===== src/vcore_profiler_pkg.sv =====
// constants, counter indices and bus types shared by the core profiler blocks
// other files refer to these by scoped name
package vcore_profiler_pkg;

  localparam int NUM_STATS      = 18;
  localparam int APB_ADDR_WIDTH = 12;
  localparam int APB_DATA_WIDTH = 32;
  localparam int REG_ADDR_WIDTH = 5;

  localparam logic [APB_ADDR_WIDTH-1:0] CLEAR_ADDR = 12'h100; // write here zeroes the bank

  // counter slots, word index on the apb port
  typedef enum logic [4:0] {
    CYCLE,
    INSTR,
    ALU,
    MULDIV,
    LOAD_LOCAL,
    LOAD_REMOTE,
    STORE,
    BRANCH,
    BRANCH_MISS,
    JAL,
    JALR,
    JALR_MISS,
    STALL_DEPEND,
    STALL_DEPEND_LOCAL,
    STALL_DEPEND_REMOTE,
    STALL_IFETCH,
    STALL_MD,
    STALL_REMOTE_REQ
  } stat_idx_e;

  // rv32 base opcodes
  localparam logic [6:0] OPC_OP     = 7'b0110011;
  localparam logic [6:0] OPC_OP_IMM = 7'b0010011;
  localparam logic [6:0] OPC_LUI    = 7'b0110111;
  localparam logic [6:0] OPC_AUIPC  = 7'b0010111;
  localparam logic [6:0] OPC_LOAD   = 7'b0000011;
  localparam logic [6:0] OPC_STORE  = 7'b0100011;
  localparam logic [6:0] OPC_BRANCH = 7'b1100011;
  localparam logic [6:0] OPC_JAL    = 7'b1101111;
  localparam logic [6:0] OPC_JALR   = 7'b1100111;

  localparam logic [6:0] FUNCT7_MULDIV = 7'b0000001; // M extension on OP

  typedef struct packed {
    logic [6:0]                funct7;
    logic [REG_ADDR_WIDTH-1:0] rs2;
    logic [REG_ADDR_WIDTH-1:0] rs1;
    logic [2:0]                funct3;
    logic [REG_ADDR_WIDTH-1:0] rd;
    logic [6:0]                opcode;
  } rv32_r_view_s;

  typedef struct packed {
    logic [11:0]               imm12;
    logic [REG_ADDR_WIDTH-1:0] rs1;
    logic [2:0]                funct3;
    logic [REG_ADDR_WIDTH-1:0] rd;
    logic [6:0]                opcode;
  } rv32_i_view_s;

  typedef union packed {
    rv32_r_view_s r_view;
    rv32_i_view_s i_view;
  } rv32_instr_u;

  typedef struct packed {
    logic        valid;
    rv32_instr_u instr;
    logic        mispredict; // branch or jalr, whichever is in exe
    logic [31:0] mem_addr;   // computed load/store address
  } exe_event_s;

  typedef struct packed {
    rv32_instr_u instr;
    logic        reads_rs1;
    logic        reads_rs2;
    logic        score_v;
    logic [31:0] load_addr;
  } id_info_s;

  typedef struct packed {
    logic                      v;
    logic                      remote;
    logic [REG_ADDR_WIDTH-1:0] rd;
  } sb_clear_s;

  typedef struct packed {
    logic stall; // global pipeline stall
    logic depend;
    logic ifetch_wait;
    logic md;
    logic remote_req;
  } stall_vec_s;

  // declared high to low so that bit i is counter slot i
  typedef struct packed {
    logic stall_remote_req;
    logic stall_md;
    logic stall_ifetch;
    logic stall_depend_remote;
    logic stall_depend_local;
    logic stall_depend;
    logic jalr_miss;
    logic jalr;
    logic jal;
    logic branch_miss;
    logic branch;
    logic store;
    logic load_remote;
    logic load_local;
    logic muldiv;
    logic alu;
    logic instr;
    logic cycle;
  } stat_event_s;

  typedef struct packed {
    logic                      psel;
    logic                      penable;
    logic                      pwrite;
    logic [APB_ADDR_WIDTH-1:0] paddr;
    logic [APB_DATA_WIDTH-1:0] pwdata;
  } apb_req_s;

  typedef struct packed {
    logic [APB_DATA_WIDTH-1:0] prdata;
    logic                      pready;
    logic                      pslverr;
  } apb_rsp_s;

  // local dmem sits at the window selected by bit 2+width, nothing set above it
  function automatic logic is_local_addr(input logic [31:0] addr,
                                         input int unsigned dmem_addr_width);
    return addr[2+dmem_addr_width] & ((addr >> (3 + dmem_addr_width)) == 32'd0);
  endfunction

endpackage

===== src/vcore_profiler.sv =====
// profiler top for one core, counts execute-stage events and stalls
// counters are read and cleared over APB
module vcore_profiler #(
  parameter int CTR_WIDTH_P       = 32, // 16 to 32
  parameter int DMEM_ADDR_WIDTH_P = 10
) (
  input  logic                          clk_i,
  input  logic                          reset_i,
  input  vcore_profiler_pkg::exe_event_s exe_i,
  input  vcore_profiler_pkg::id_info_s   id_i,
  input  vcore_profiler_pkg::sb_clear_s  clear_i,
  input  vcore_profiler_pkg::stall_vec_s stall_i,
  input  vcore_profiler_pkg::apb_req_s   apb_i,
  output vcore_profiler_pkg::apb_rsp_s   apb_o
);

  logic                            dep_local;
  logic                            dep_remote;
  vcore_profiler_pkg::stat_event_s stat_event;
  logic                            ctr_clear;
  vcore_profiler_pkg::stat_idx_e   rd_idx;
  logic [CTR_WIDTH_P-1:0]          rd_data;

  event_decoder #(
    .DMEM_ADDR_WIDTH_P(DMEM_ADDR_WIDTH_P)
  ) i_event_decoder (
    .exe_i       (exe_i),
    .stall_i     (stall_i),
    .dep_local_i (dep_local),
    .dep_remote_i(dep_remote),
    .event_o     (stat_event)
  );

  load_scoreboard #(
    .DMEM_ADDR_WIDTH_P(DMEM_ADDR_WIDTH_P)
  ) i_load_scoreboard (
    .clk_i       (clk_i),
    .reset_i     (reset_i),
    .id_i        (id_i),
    .clear_i     (clear_i),
    .dep_local_o (dep_local),
    .dep_remote_o(dep_remote)
  );

  stat_counter_bank #(
    .CTR_WIDTH_P(CTR_WIDTH_P)
  ) i_stat_counter_bank (
    .clk_i    (clk_i),
    .reset_i  (reset_i),
    .event_i  (stat_event),
    .clear_i  (ctr_clear),
    .rd_idx_i (rd_idx),
    .rd_data_o(rd_data)
  );

  apb_stat_port #(
    .CTR_WIDTH_P(CTR_WIDTH_P)
  ) i_apb_stat_port (
    .clk_i    (clk_i),
    .reset_i  (reset_i),
    .apb_i    (apb_i),
    .apb_o    (apb_o),
    .clear_o  (ctr_clear),
    .rd_idx_o (rd_idx),
    .rd_data_i(rd_data)
  );

endmodule


===== src/apb_stat_port.sv =====
// APB slave for the profiler, reads counters by word index and takes the clear command
// no wait states, pready and pslverr are set up during the setup phase
module apb_stat_port #(
  parameter int CTR_WIDTH_P = 32
) (
  input  logic                          clk_i,
  input  logic                          reset_i,
  input  vcore_profiler_pkg::apb_req_s  apb_i,
  output vcore_profiler_pkg::apb_rsp_s  apb_o,
  output logic                          clear_o,
  output vcore_profiler_pkg::stat_idx_e rd_idx_o,
  input  logic [CTR_WIDTH_P-1:0]        rd_data_i
);

  localparam int AW = vcore_profiler_pkg::APB_ADDR_WIDTH;
  localparam int DW = vcore_profiler_pkg::APB_DATA_WIDTH;

  logic          setup;
  logic          access;
  logic [AW-3:0] word_idx;
  logic          idx_ok;
  logic          is_clear;
  logic          bad;
  logic          pready_r;
  logic          pslverr_r;

  assign setup  = apb_i.psel & ~apb_i.penable;
  assign access = apb_i.psel & apb_i.penable;

  assign word_idx = apb_i.paddr[AW-1:2];
  assign idx_ok   = (int'(word_idx) < vcore_profiler_pkg::NUM_STATS);
  assign is_clear = (apb_i.paddr == vcore_profiler_pkg::CLEAR_ADDR);
  assign bad      = apb_i.pwrite ? ~is_clear : ~idx_ok;

  // paddr is stable from setup into access, so decode early
  always_ff @(posedge clk_i) begin
    if (reset_i) begin
      pready_r  <= 1'b0;
      pslverr_r <= 1'b0;
    end else begin
      pready_r  <= setup;
      pslverr_r <= setup & bad;
    end
  end

  assign rd_idx_o = vcore_profiler_pkg::stat_idx_e'(word_idx[4:0]);
  assign clear_o  = access & apb_i.pwrite & is_clear; // bank zeroes at end of access

  assign apb_o.prdata  = (access & ~apb_i.pwrite & idx_ok) ? DW'(rd_data_i) : '0;
  assign apb_o.pready  = pready_r;
  assign apb_o.pslverr = pslverr_r;

endmodule


===== src/stat_counter_bank.sv =====
// bank of event counters, one per stat slot, read out by index
// clear zeroes the whole bank and wins over same-cycle increments
module stat_counter_bank #(
  parameter int CTR_WIDTH_P = 32
) (
  input  logic                            clk_i,
  input  logic                            reset_i,
  input  vcore_profiler_pkg::stat_event_s event_i,
  input  logic                            clear_i,
  input  vcore_profiler_pkg::stat_idx_e   rd_idx_i,
  output logic [CTR_WIDTH_P-1:0]          rd_data_o
);

  localparam int N = vcore_profiler_pkg::NUM_STATS;

  logic [N-1:0]                  inc;
  logic [N-1:0][CTR_WIDTH_P-1:0] ctr_r;

  assign inc = event_i; // bit i is slot i

  always_ff @(posedge clk_i) begin
    if (reset_i || clear_i) begin
      ctr_r <= '0;
    end else begin
      for (int i = 0; i < N; i++) begin
        if (inc[i]) begin
          ctr_r[i] <= ctr_r[i] + CTR_WIDTH_P'(1); // wraps at full width
        end
      end
    end
  end

  // slots past the last counter read as zero
  assign rd_data_o = (int'(rd_idx_i) < N) ? ctr_r[rd_idx_i] : '0;

endmodule


===== src/load_scoreboard.sv =====
// per-register record of outstanding local and remote loads
// reports whether the decode-stage operands wait on either kind
module load_scoreboard #(
  parameter int DMEM_ADDR_WIDTH_P = 10
) (
  input  logic                          clk_i,
  input  logic                          reset_i,
  input  vcore_profiler_pkg::id_info_s  id_i,
  input  vcore_profiler_pkg::sb_clear_s clear_i,
  output logic                          dep_local_o,
  output logic                          dep_remote_o
);

  localparam int NUM_REGS = 2 ** vcore_profiler_pkg::REG_ADDR_WIDTH;

  // bit 1 remote, bit 0 local
  logic [NUM_REGS-1:0][1:0] sb_r;

  logic [vcore_profiler_pkg::REG_ADDR_WIDTH-1:0] score_rd;
  logic [vcore_profiler_pkg::REG_ADDR_WIDTH-1:0] rs1;
  logic [vcore_profiler_pkg::REG_ADDR_WIDTH-1:0] rs2;
  logic                                          score_remote;
  logic [1:0]                                    rs1_bits;
  logic [1:0]                                    rs2_bits;

  assign score_rd = id_i.instr.i_view.rd;
  assign rs1      = id_i.instr.r_view.rs1;
  assign rs2      = id_i.instr.r_view.rs2;

  assign score_remote = ~vcore_profiler_pkg::is_local_addr(id_i.load_addr, DMEM_ADDR_WIDTH_P);

  always_ff @(posedge clk_i) begin
    if (reset_i) begin
      sb_r <= '0;
    end else begin
      if (clear_i.v) begin
        sb_r[clear_i.rd][clear_i.remote] <= 1'b0;
      end
      // later assignment, so a score overrides a clear of the same bit
      if (id_i.score_v) begin
        sb_r[score_rd][score_remote] <= 1'b1;
      end
    end
  end

  // lookup sees the state before this cycle's update
  assign rs1_bits = id_i.reads_rs1 ? sb_r[rs1] : 2'b00;
  assign rs2_bits = id_i.reads_rs2 ? sb_r[rs2] : 2'b00;

  assign dep_local_o  = rs1_bits[0] | rs2_bits[0];
  assign dep_remote_o = rs1_bits[1] | rs2_bits[1];

endmodule


===== src/event_decoder.sv =====
// turns the execute-stage instruction and the stall lines into one event bit per counter
// purely combinational, feeds the counter bank directly
module event_decoder #(
  parameter int DMEM_ADDR_WIDTH_P = 10
) (
  input  vcore_profiler_pkg::exe_event_s  exe_i,
  input  vcore_profiler_pkg::stall_vec_s  stall_i,
  input  logic                            dep_local_i,
  input  logic                            dep_remote_i,
  output vcore_profiler_pkg::stat_event_s event_o
);

  logic       retire;
  logic [6:0] opcode;
  logic [6:0] funct7;
  logic       load_is_local;
  logic       depend_inc;

  assign retire = exe_i.valid & ~stall_i.stall;
  assign opcode = exe_i.instr.i_view.opcode;
  assign funct7 = exe_i.instr.r_view.funct7; // only meaningful for OP
  assign load_is_local = vcore_profiler_pkg::is_local_addr(exe_i.mem_addr, DMEM_ADDR_WIDTH_P);

  // a dependency stall only counts when nothing else holds the pipe
  assign depend_inc = stall_i.depend & ~stall_i.stall;

  always_comb begin
    event_o = '0;
    event_o.cycle = 1'b1;
    event_o.instr = retire;

    if (retire) begin
      case (opcode)
        vcore_profiler_pkg::OPC_OP: begin
          if (funct7 == vcore_profiler_pkg::FUNCT7_MULDIV) begin
            event_o.muldiv = 1'b1;
          end else begin
            event_o.alu = 1'b1;
          end
        end
        vcore_profiler_pkg::OPC_OP_IMM,
        vcore_profiler_pkg::OPC_LUI,
        vcore_profiler_pkg::OPC_AUIPC: event_o.alu = 1'b1;
        vcore_profiler_pkg::OPC_LOAD: begin
          event_o.load_local  = load_is_local;
          event_o.load_remote = ~load_is_local;
        end
        vcore_profiler_pkg::OPC_STORE: event_o.store = 1'b1;
        vcore_profiler_pkg::OPC_BRANCH: begin
          event_o.branch      = 1'b1;
          event_o.branch_miss = exe_i.mispredict;
        end
        vcore_profiler_pkg::OPC_JAL: event_o.jal = 1'b1; // never a miss
        vcore_profiler_pkg::OPC_JALR: begin
          event_o.jalr      = 1'b1;
          event_o.jalr_miss = exe_i.mispredict;
        end
        default: ; // other opcodes only bump instr
      endcase
    end

    // both halves may fire in one cycle
    event_o.stall_depend        = depend_inc;
    event_o.stall_depend_local  = depend_inc & dep_local_i;
    event_o.stall_depend_remote = depend_inc & dep_remote_i;

    event_o.stall_ifetch     = stall_i.ifetch_wait;
    event_o.stall_md         = stall_i.md;
    event_o.stall_remote_req = stall_i.remote_req;
  end

endmodule


===== config.mk =====
export PLATFORM = sky130hd
export DESIGN_NAME = vcore_profiler
export DESIGN_NICKNAME = d
export VERILOG_FILES = /design/src/vcore_profiler_pkg.sv /design/src/vcore_profiler.sv /design/src/apb_stat_port.sv /design/src/stat_counter_bank.sv /design/src/load_scoreboard.sv /design/src/event_decoder.sv
export SDC_FILE = /design/constraint.sdc
export NUM_CORES = 2
export LEC_CHECK = 0
export ABC_CLOCK_PERIOD_IN_PS = 6560
export BUFFER_PORTS_ARGS = -buffer_cell sky130_fd_sc_hd__buf_2
export CAP_MARGIN = 20
export CORE_UTILIZATION = 35
export DETAILED_ROUTE_END_ITERATION = 10
export SYNTH_ARGS = -nofsm -noshare
export SYNTH_HDL_FRONTEND = slang
export SYNTH_SLANG_ARGS = --single-unit

===== constraint.sdc =====
create_clock -name clk_i -period 6.56 [get_ports clk_i]
set_input_delay 1.312 -clock clk_i [delete_from_list [all_inputs] [get_ports clk_i]]
set_output_delay 1.312 -clock clk_i [all_outputs]
set_load 0.02 [all_outputs]

# Yosys cells after proc, flatten, opt, wreduce, memory -nomap -nowiden
# Cells that the tools add are included.
# op_classes
n_mux	32
add_sub_neg	18
n_reduce_logical	8
multipliers	0
n_lt_le_gt_ge	13
div_mod_pow	0
eq_ne	11
bitwise_logic	25
shifts	0
# op_table
cell	n
adder 32 x 1 -> 32 bit (second input constant)	18
two-way mux 64 bit	3
binary-select mux 32 bit (select 5 bit)	1
two-way mux 32 bit	3
AND 64 bit	1
zero test 32 bit	2
inverter 64 bit	1
OR 64 bit	1
less-than comparator 5 x 6 -> 1 bit (second input constant)	5
== test 7 x 6 -> 1 bit (second input constant)	3
== test 7 bit (second input constant)	3
binary-select mux 2 bit (select 5 bit)	2
demux 2 bit (select 5 bit)	2
two-way mux 2 bit	9
== test 7 x 5 -> 1 bit (second input constant)	2
AND 1 bit	13
== test 12 x 9 -> 1 bit (second input constant)	1
greater-or-equal comparator 5 x 1 -> 1 bit (second input constant)	2
less-than comparator 10 x 5 -> 1 bit (second input constant)	1
two-way mux 10 bit	1
two-way mux 1 bit	8
== test 7 x 1 -> 1 bit (second input constant)	1
== test 7 x 2 -> 1 bit (second input constant)	1
inverter 1 bit	7
9 further kinds	16
# totals
latchBits	0
input_bits	194
ff_bits	642
rom_bits	0
output_inout_bits	34
memories	0
mem_bits_rw	0

# Longest topological paths before layout
# depth
word_depth	12
mapped_depth	12

# Modules after synthesis
# Synthesis repeated with hierarchy kept, for this count alone.
# hier_totals
cells_unflattened	4147
area_unflattened_um2	36157.2
# by_module_without_submodules
module	cells_each	instances	seq_area_each_um2	area_each_um2
stat_counter_bank	3623	1	11531.1	31458.9
load_scoreboard	421	1	1281.2	3953.8
apb_stat_port	58	1	40.0	450.4
event_decoder	45	1	0.0	294.0

# Worst setup path after synthesis
# OpenSTA, ideal clock, no wires.
# synth_path
kind	input -> output
start	input port apb_i[34] in the netlist's numbering
end	output port apb_o[10] in the netlist's numbering
stages	7
arrival_ns	3.587
setup_slack_ns	1.661
n_path_buf	3
cell_sequence	clkbuf_1 buf_2 buf_1 mux4_2 mux4_2 nand2_1 a21oi_1
# synth_lines
item	line	text
from (decl)	vcore_profiler.sv:13	input vcore_profiler_pkg::apb_req_s apb_i,
to (decl)	vcore_profiler.sv:14	output vcore_profiler_pkg::apb_rsp_s apb_o

==> flow_metrics.py <==
metrics = {
    "timing": {
        "rsz0062_at_grt": "false",
        "tightest_slew_ps": 1176,
        "period_needed_ps": 5605,
        "fin_skew_ps": 26.92,
        "whs_ps": 470.2,
        "period_share_pct": 85.45,
        "slew-limit-headroom_pct": 20.90,
        "hold_viol_final": 0,
        "setup_slack_ps": 954.7,
        "fin_tns_setup_ps": 0,
        "slew_violations": 0,
        "timing.fmax_mhz": 178.4,
        "setup_viol": 0,
    },
    "flow_run": {
        "maxCapViolations": 0,
    },
    "power_and_ir_drop": {
        "pwr-share-comb_pct": 4.0,
        "switching_share_pct": 22.76,
        "powerDensity_mw_per_mm2": 225.9,
        "power_frac_seq_pct": 46.1,
        "leakage_nw": 12.72,
        "p_clk_share_pct": 49.9,
        "intPower_mw": 6.580,
        "p_total_mw": 8.519,
        "vdd_drop_max_v": 0.0001426,
        "power_switching_mw": 1.939,
    },
    "yosys": {
        "muxShareOfSynthArea_pct": 14.67,
        "synth_top_area_share_pct": 38.59,
        "yosysSeqAreaShare_pct": 38.59,
        "synth_top_family_by_area": "simple AND/OR/NAND/NOR gates",
        "synth_xor_area_share_pct": 11.94,
        "synth_flop_cell": "dfxtp_1",
        "yosysWarnings": 0,
        "synth_area_leaders": "dfxtp_1 39%, mux4_2 13%, xor2_1 7.4%",
        "synthAdderAreaFrac_pct": 0.6763,
        "ys_seq_elements": 642,
        "synth_edf_count": 0,
        "synth_top_area_cell": "dfxtp_1",
        "ys_async_sr_fraction_pct": 0,
        "netlist_area_mm2": 0.03330,
        "syn_avg_cell_area_um2": 9.082,
        "synth_compound_area_share_pct": 6.582,
        "syn_nets": 3879,
        "netlist_instances": 3667,
        "ys_types": 70,
        "synthSimpleGateAreaFrac_pct": 24.57,
    },
    "place": {
        "dp_cells": 4909,
        "place_ws_ps": 976.4,
        "port-buffer-count": 136,
        "place.gp.congestion": 0.8461,
        "dp_hpwl_um": 66570,
        "placed_cell_area_mm2": 0.03520,
    },
    "hold_path": {
        "min_to": "i_stat_counter_bank.ctr_r[0]",
        "hold_path_class": "flop to flop",
        "min_path_cells": 1,
        "holdCritStartpoint": "i_stat_counter_bank.ctr_r[0]",
    },
    "floorplanning": {
        "fp-row-count": 112,
        "ios": 228,
        "die_h_um": 310.5,
        "core-area_mm2": 0.09375,
        "dieArea_mm2": 0.09639,
        "start_util_pct": 35.52,
        "die_w_um": 310.5,
    },
    "final_layout": {
        "post-route-util_pct": 40.23,
        "layout_commonest_cell": "dfxtp_1",
        "layoutNonFillerInstCount": 5043,
        "diodes": 0,
        "drive_gt1_share_pct": 13.64,
        "area_growth_pct": 13.25,
        "nets": 3945,
        "design_area_mm2": 0.03771,
        "layout_common_cells": "642 x dfxtp_1, 565 x nor2_1, 329 x nand2_1",
    },
    "setup_path": {
        "r2r_end": "i_stat_counter_bank.ctr_r[476]",
        "critPathArrivalTime_ps": 4290,
        "r2r_start": "i_load_scoreboard.sb_r[7]",
        "worstPathRequired_ps": 5250,
        "endpoint_kind": "primary output",
        "r2r_setup_slack_ps": 3590,
        "critPathMaxFanout": 86,
        "r2r_cells": 7,
        "path_class": "primary input to primary output",
        "crit_path_start_kind": "primary input",
    },
    "drt": {
        "wirelength_um": 91900,
        "ant_nets": 0,
        "remaining_drc_errors": 0,
        "drt_iter0_markers": 1774,
        "vias": 26809,
        "via_per_inst": 5.316,
        "drtPass1Iterations": 8,
        "wl_per_cell_um": 18.22,
    },
    "cts": {
        "cts_buffers": 73,
        "path_clk_slew_ps": 50,
        "cts_tree": "built",
        "cts_resized": 0,
        "clockBufferDepth": 3,
        "clockRootBuffer": "clkbuf_16",
        "clock_sinks": 642,
        "post_cts_buffers": 0,
        "cts_hold_buf": 0,
        "clk_latency_ps": 620,
        "htreeDepth": 3,
    },
    "run_status": {
        "status": "complete, no violations",
    },
    "global_routing": {
        "grt_overflow": 0,
        "grt_pass1_wl_um": 143100,
        "grt_max_degree": 98,
        "grt_usage_pct": 18.94,
        "antenna_found_initial": 2,
        "grt_pass1_vias": 25236,
    },
}
-- worst max-delay path by stage --
stage | startpoint | to | slack, ps | depth (start not counted)
after floorplan | apb_i[34] | apb_o[10] | 1660 | 7
after global placement | apb_i[34] | apb_o[8] | 990 | 7
after detailed placement | apb_i[34] | apb_o[8] | 980 | 7
after CTS | apb_i[34] | apb_o[8] | 980 | 7
after global routing | apb_i[34] | apb_o[8] | 690 | 7
final | apb_i[34] | apb_o[8] | 950 | 7
-- cell usage after synthesis, drive strengths merged (60+ instances only) --
cell    count
dfxtp     642
inv        60
nor2      566
xor2      283
nand2     329
nand3     185
mux4      192
nand4     108
o21ai     162
xnor2     171
clkbuf    145
or3       125
and3       97
a21oi     192
-- area by class of cell --
| cell class | instances | area (um^2) |
|---|---|---|
| Tap cell | 1254 | 1569 |
| Timing Repair Buffer | 176 | 1075 |
| Fill cell | 9214 | 56040 |
| Multi-Input combinational cell | 2780 | 19500 |
| Clock buffer | 104 | 2177 |
| Sequential cell | 642 | 12850 |
| Inverter | 60 | 225.2 |
| Clock inverter | 27 | 317.8 |
-- flip-flops by register name (all words and copies together), names as in the netlist --
register and count:
i_apb_stat_port.pready_r 1, i_load_scoreboard.sb_r 64, i_stat_counter_bank.ctr_r 576, i_apb_stat_port.pslverr_r 1
-- cell families (layout without fill, tap and decap cells) --
family | Yosys count | count (layout)
mux | 248 | 248
compound gates | 404 | 404
flops | 642 | 642
fa+ha+maj | 18 | 18
xor+xnor | 454 | 454
simple gates | 1656 | 1656
buf+inv | 245 | 367
-- worst max-delay path, stage by stage --
cell and delay [ps]:
buf_8 660, buf_4 530, mux4_2 350, mux4_2 310
nor2_1 50, a211oi_1 710, buf_2 300
-- metal layers --
metal  part of all wire (%)  GRT usage, %  vias up
li1                       -             -    13136
met3                    4.0         2.207      143
met5                      0             0        -
met2                     48         31.82      528
met1                     44         24.77    13002
met4                    3.8         7.424        0
-- power groups by stage --
| stage | registers [mW] | logic [mW] | clock network [mW] |
|---|---|---|---|
| after floorplan | 4.00 | 0.232 | 0 |
| after global placement | 4.01 | 0.344 | 0 |
| after detailed placement | 4.01 | 0.345 | 0 |
| after CTS | 3.92 | 0.346 | 4.33 |
| after global routing | 3.92 | 0.370 | 4.48 |
| final | 3.92 | 0.345 | 4.25 |
No activity file was read; power rests on OpenSTA's default activity.
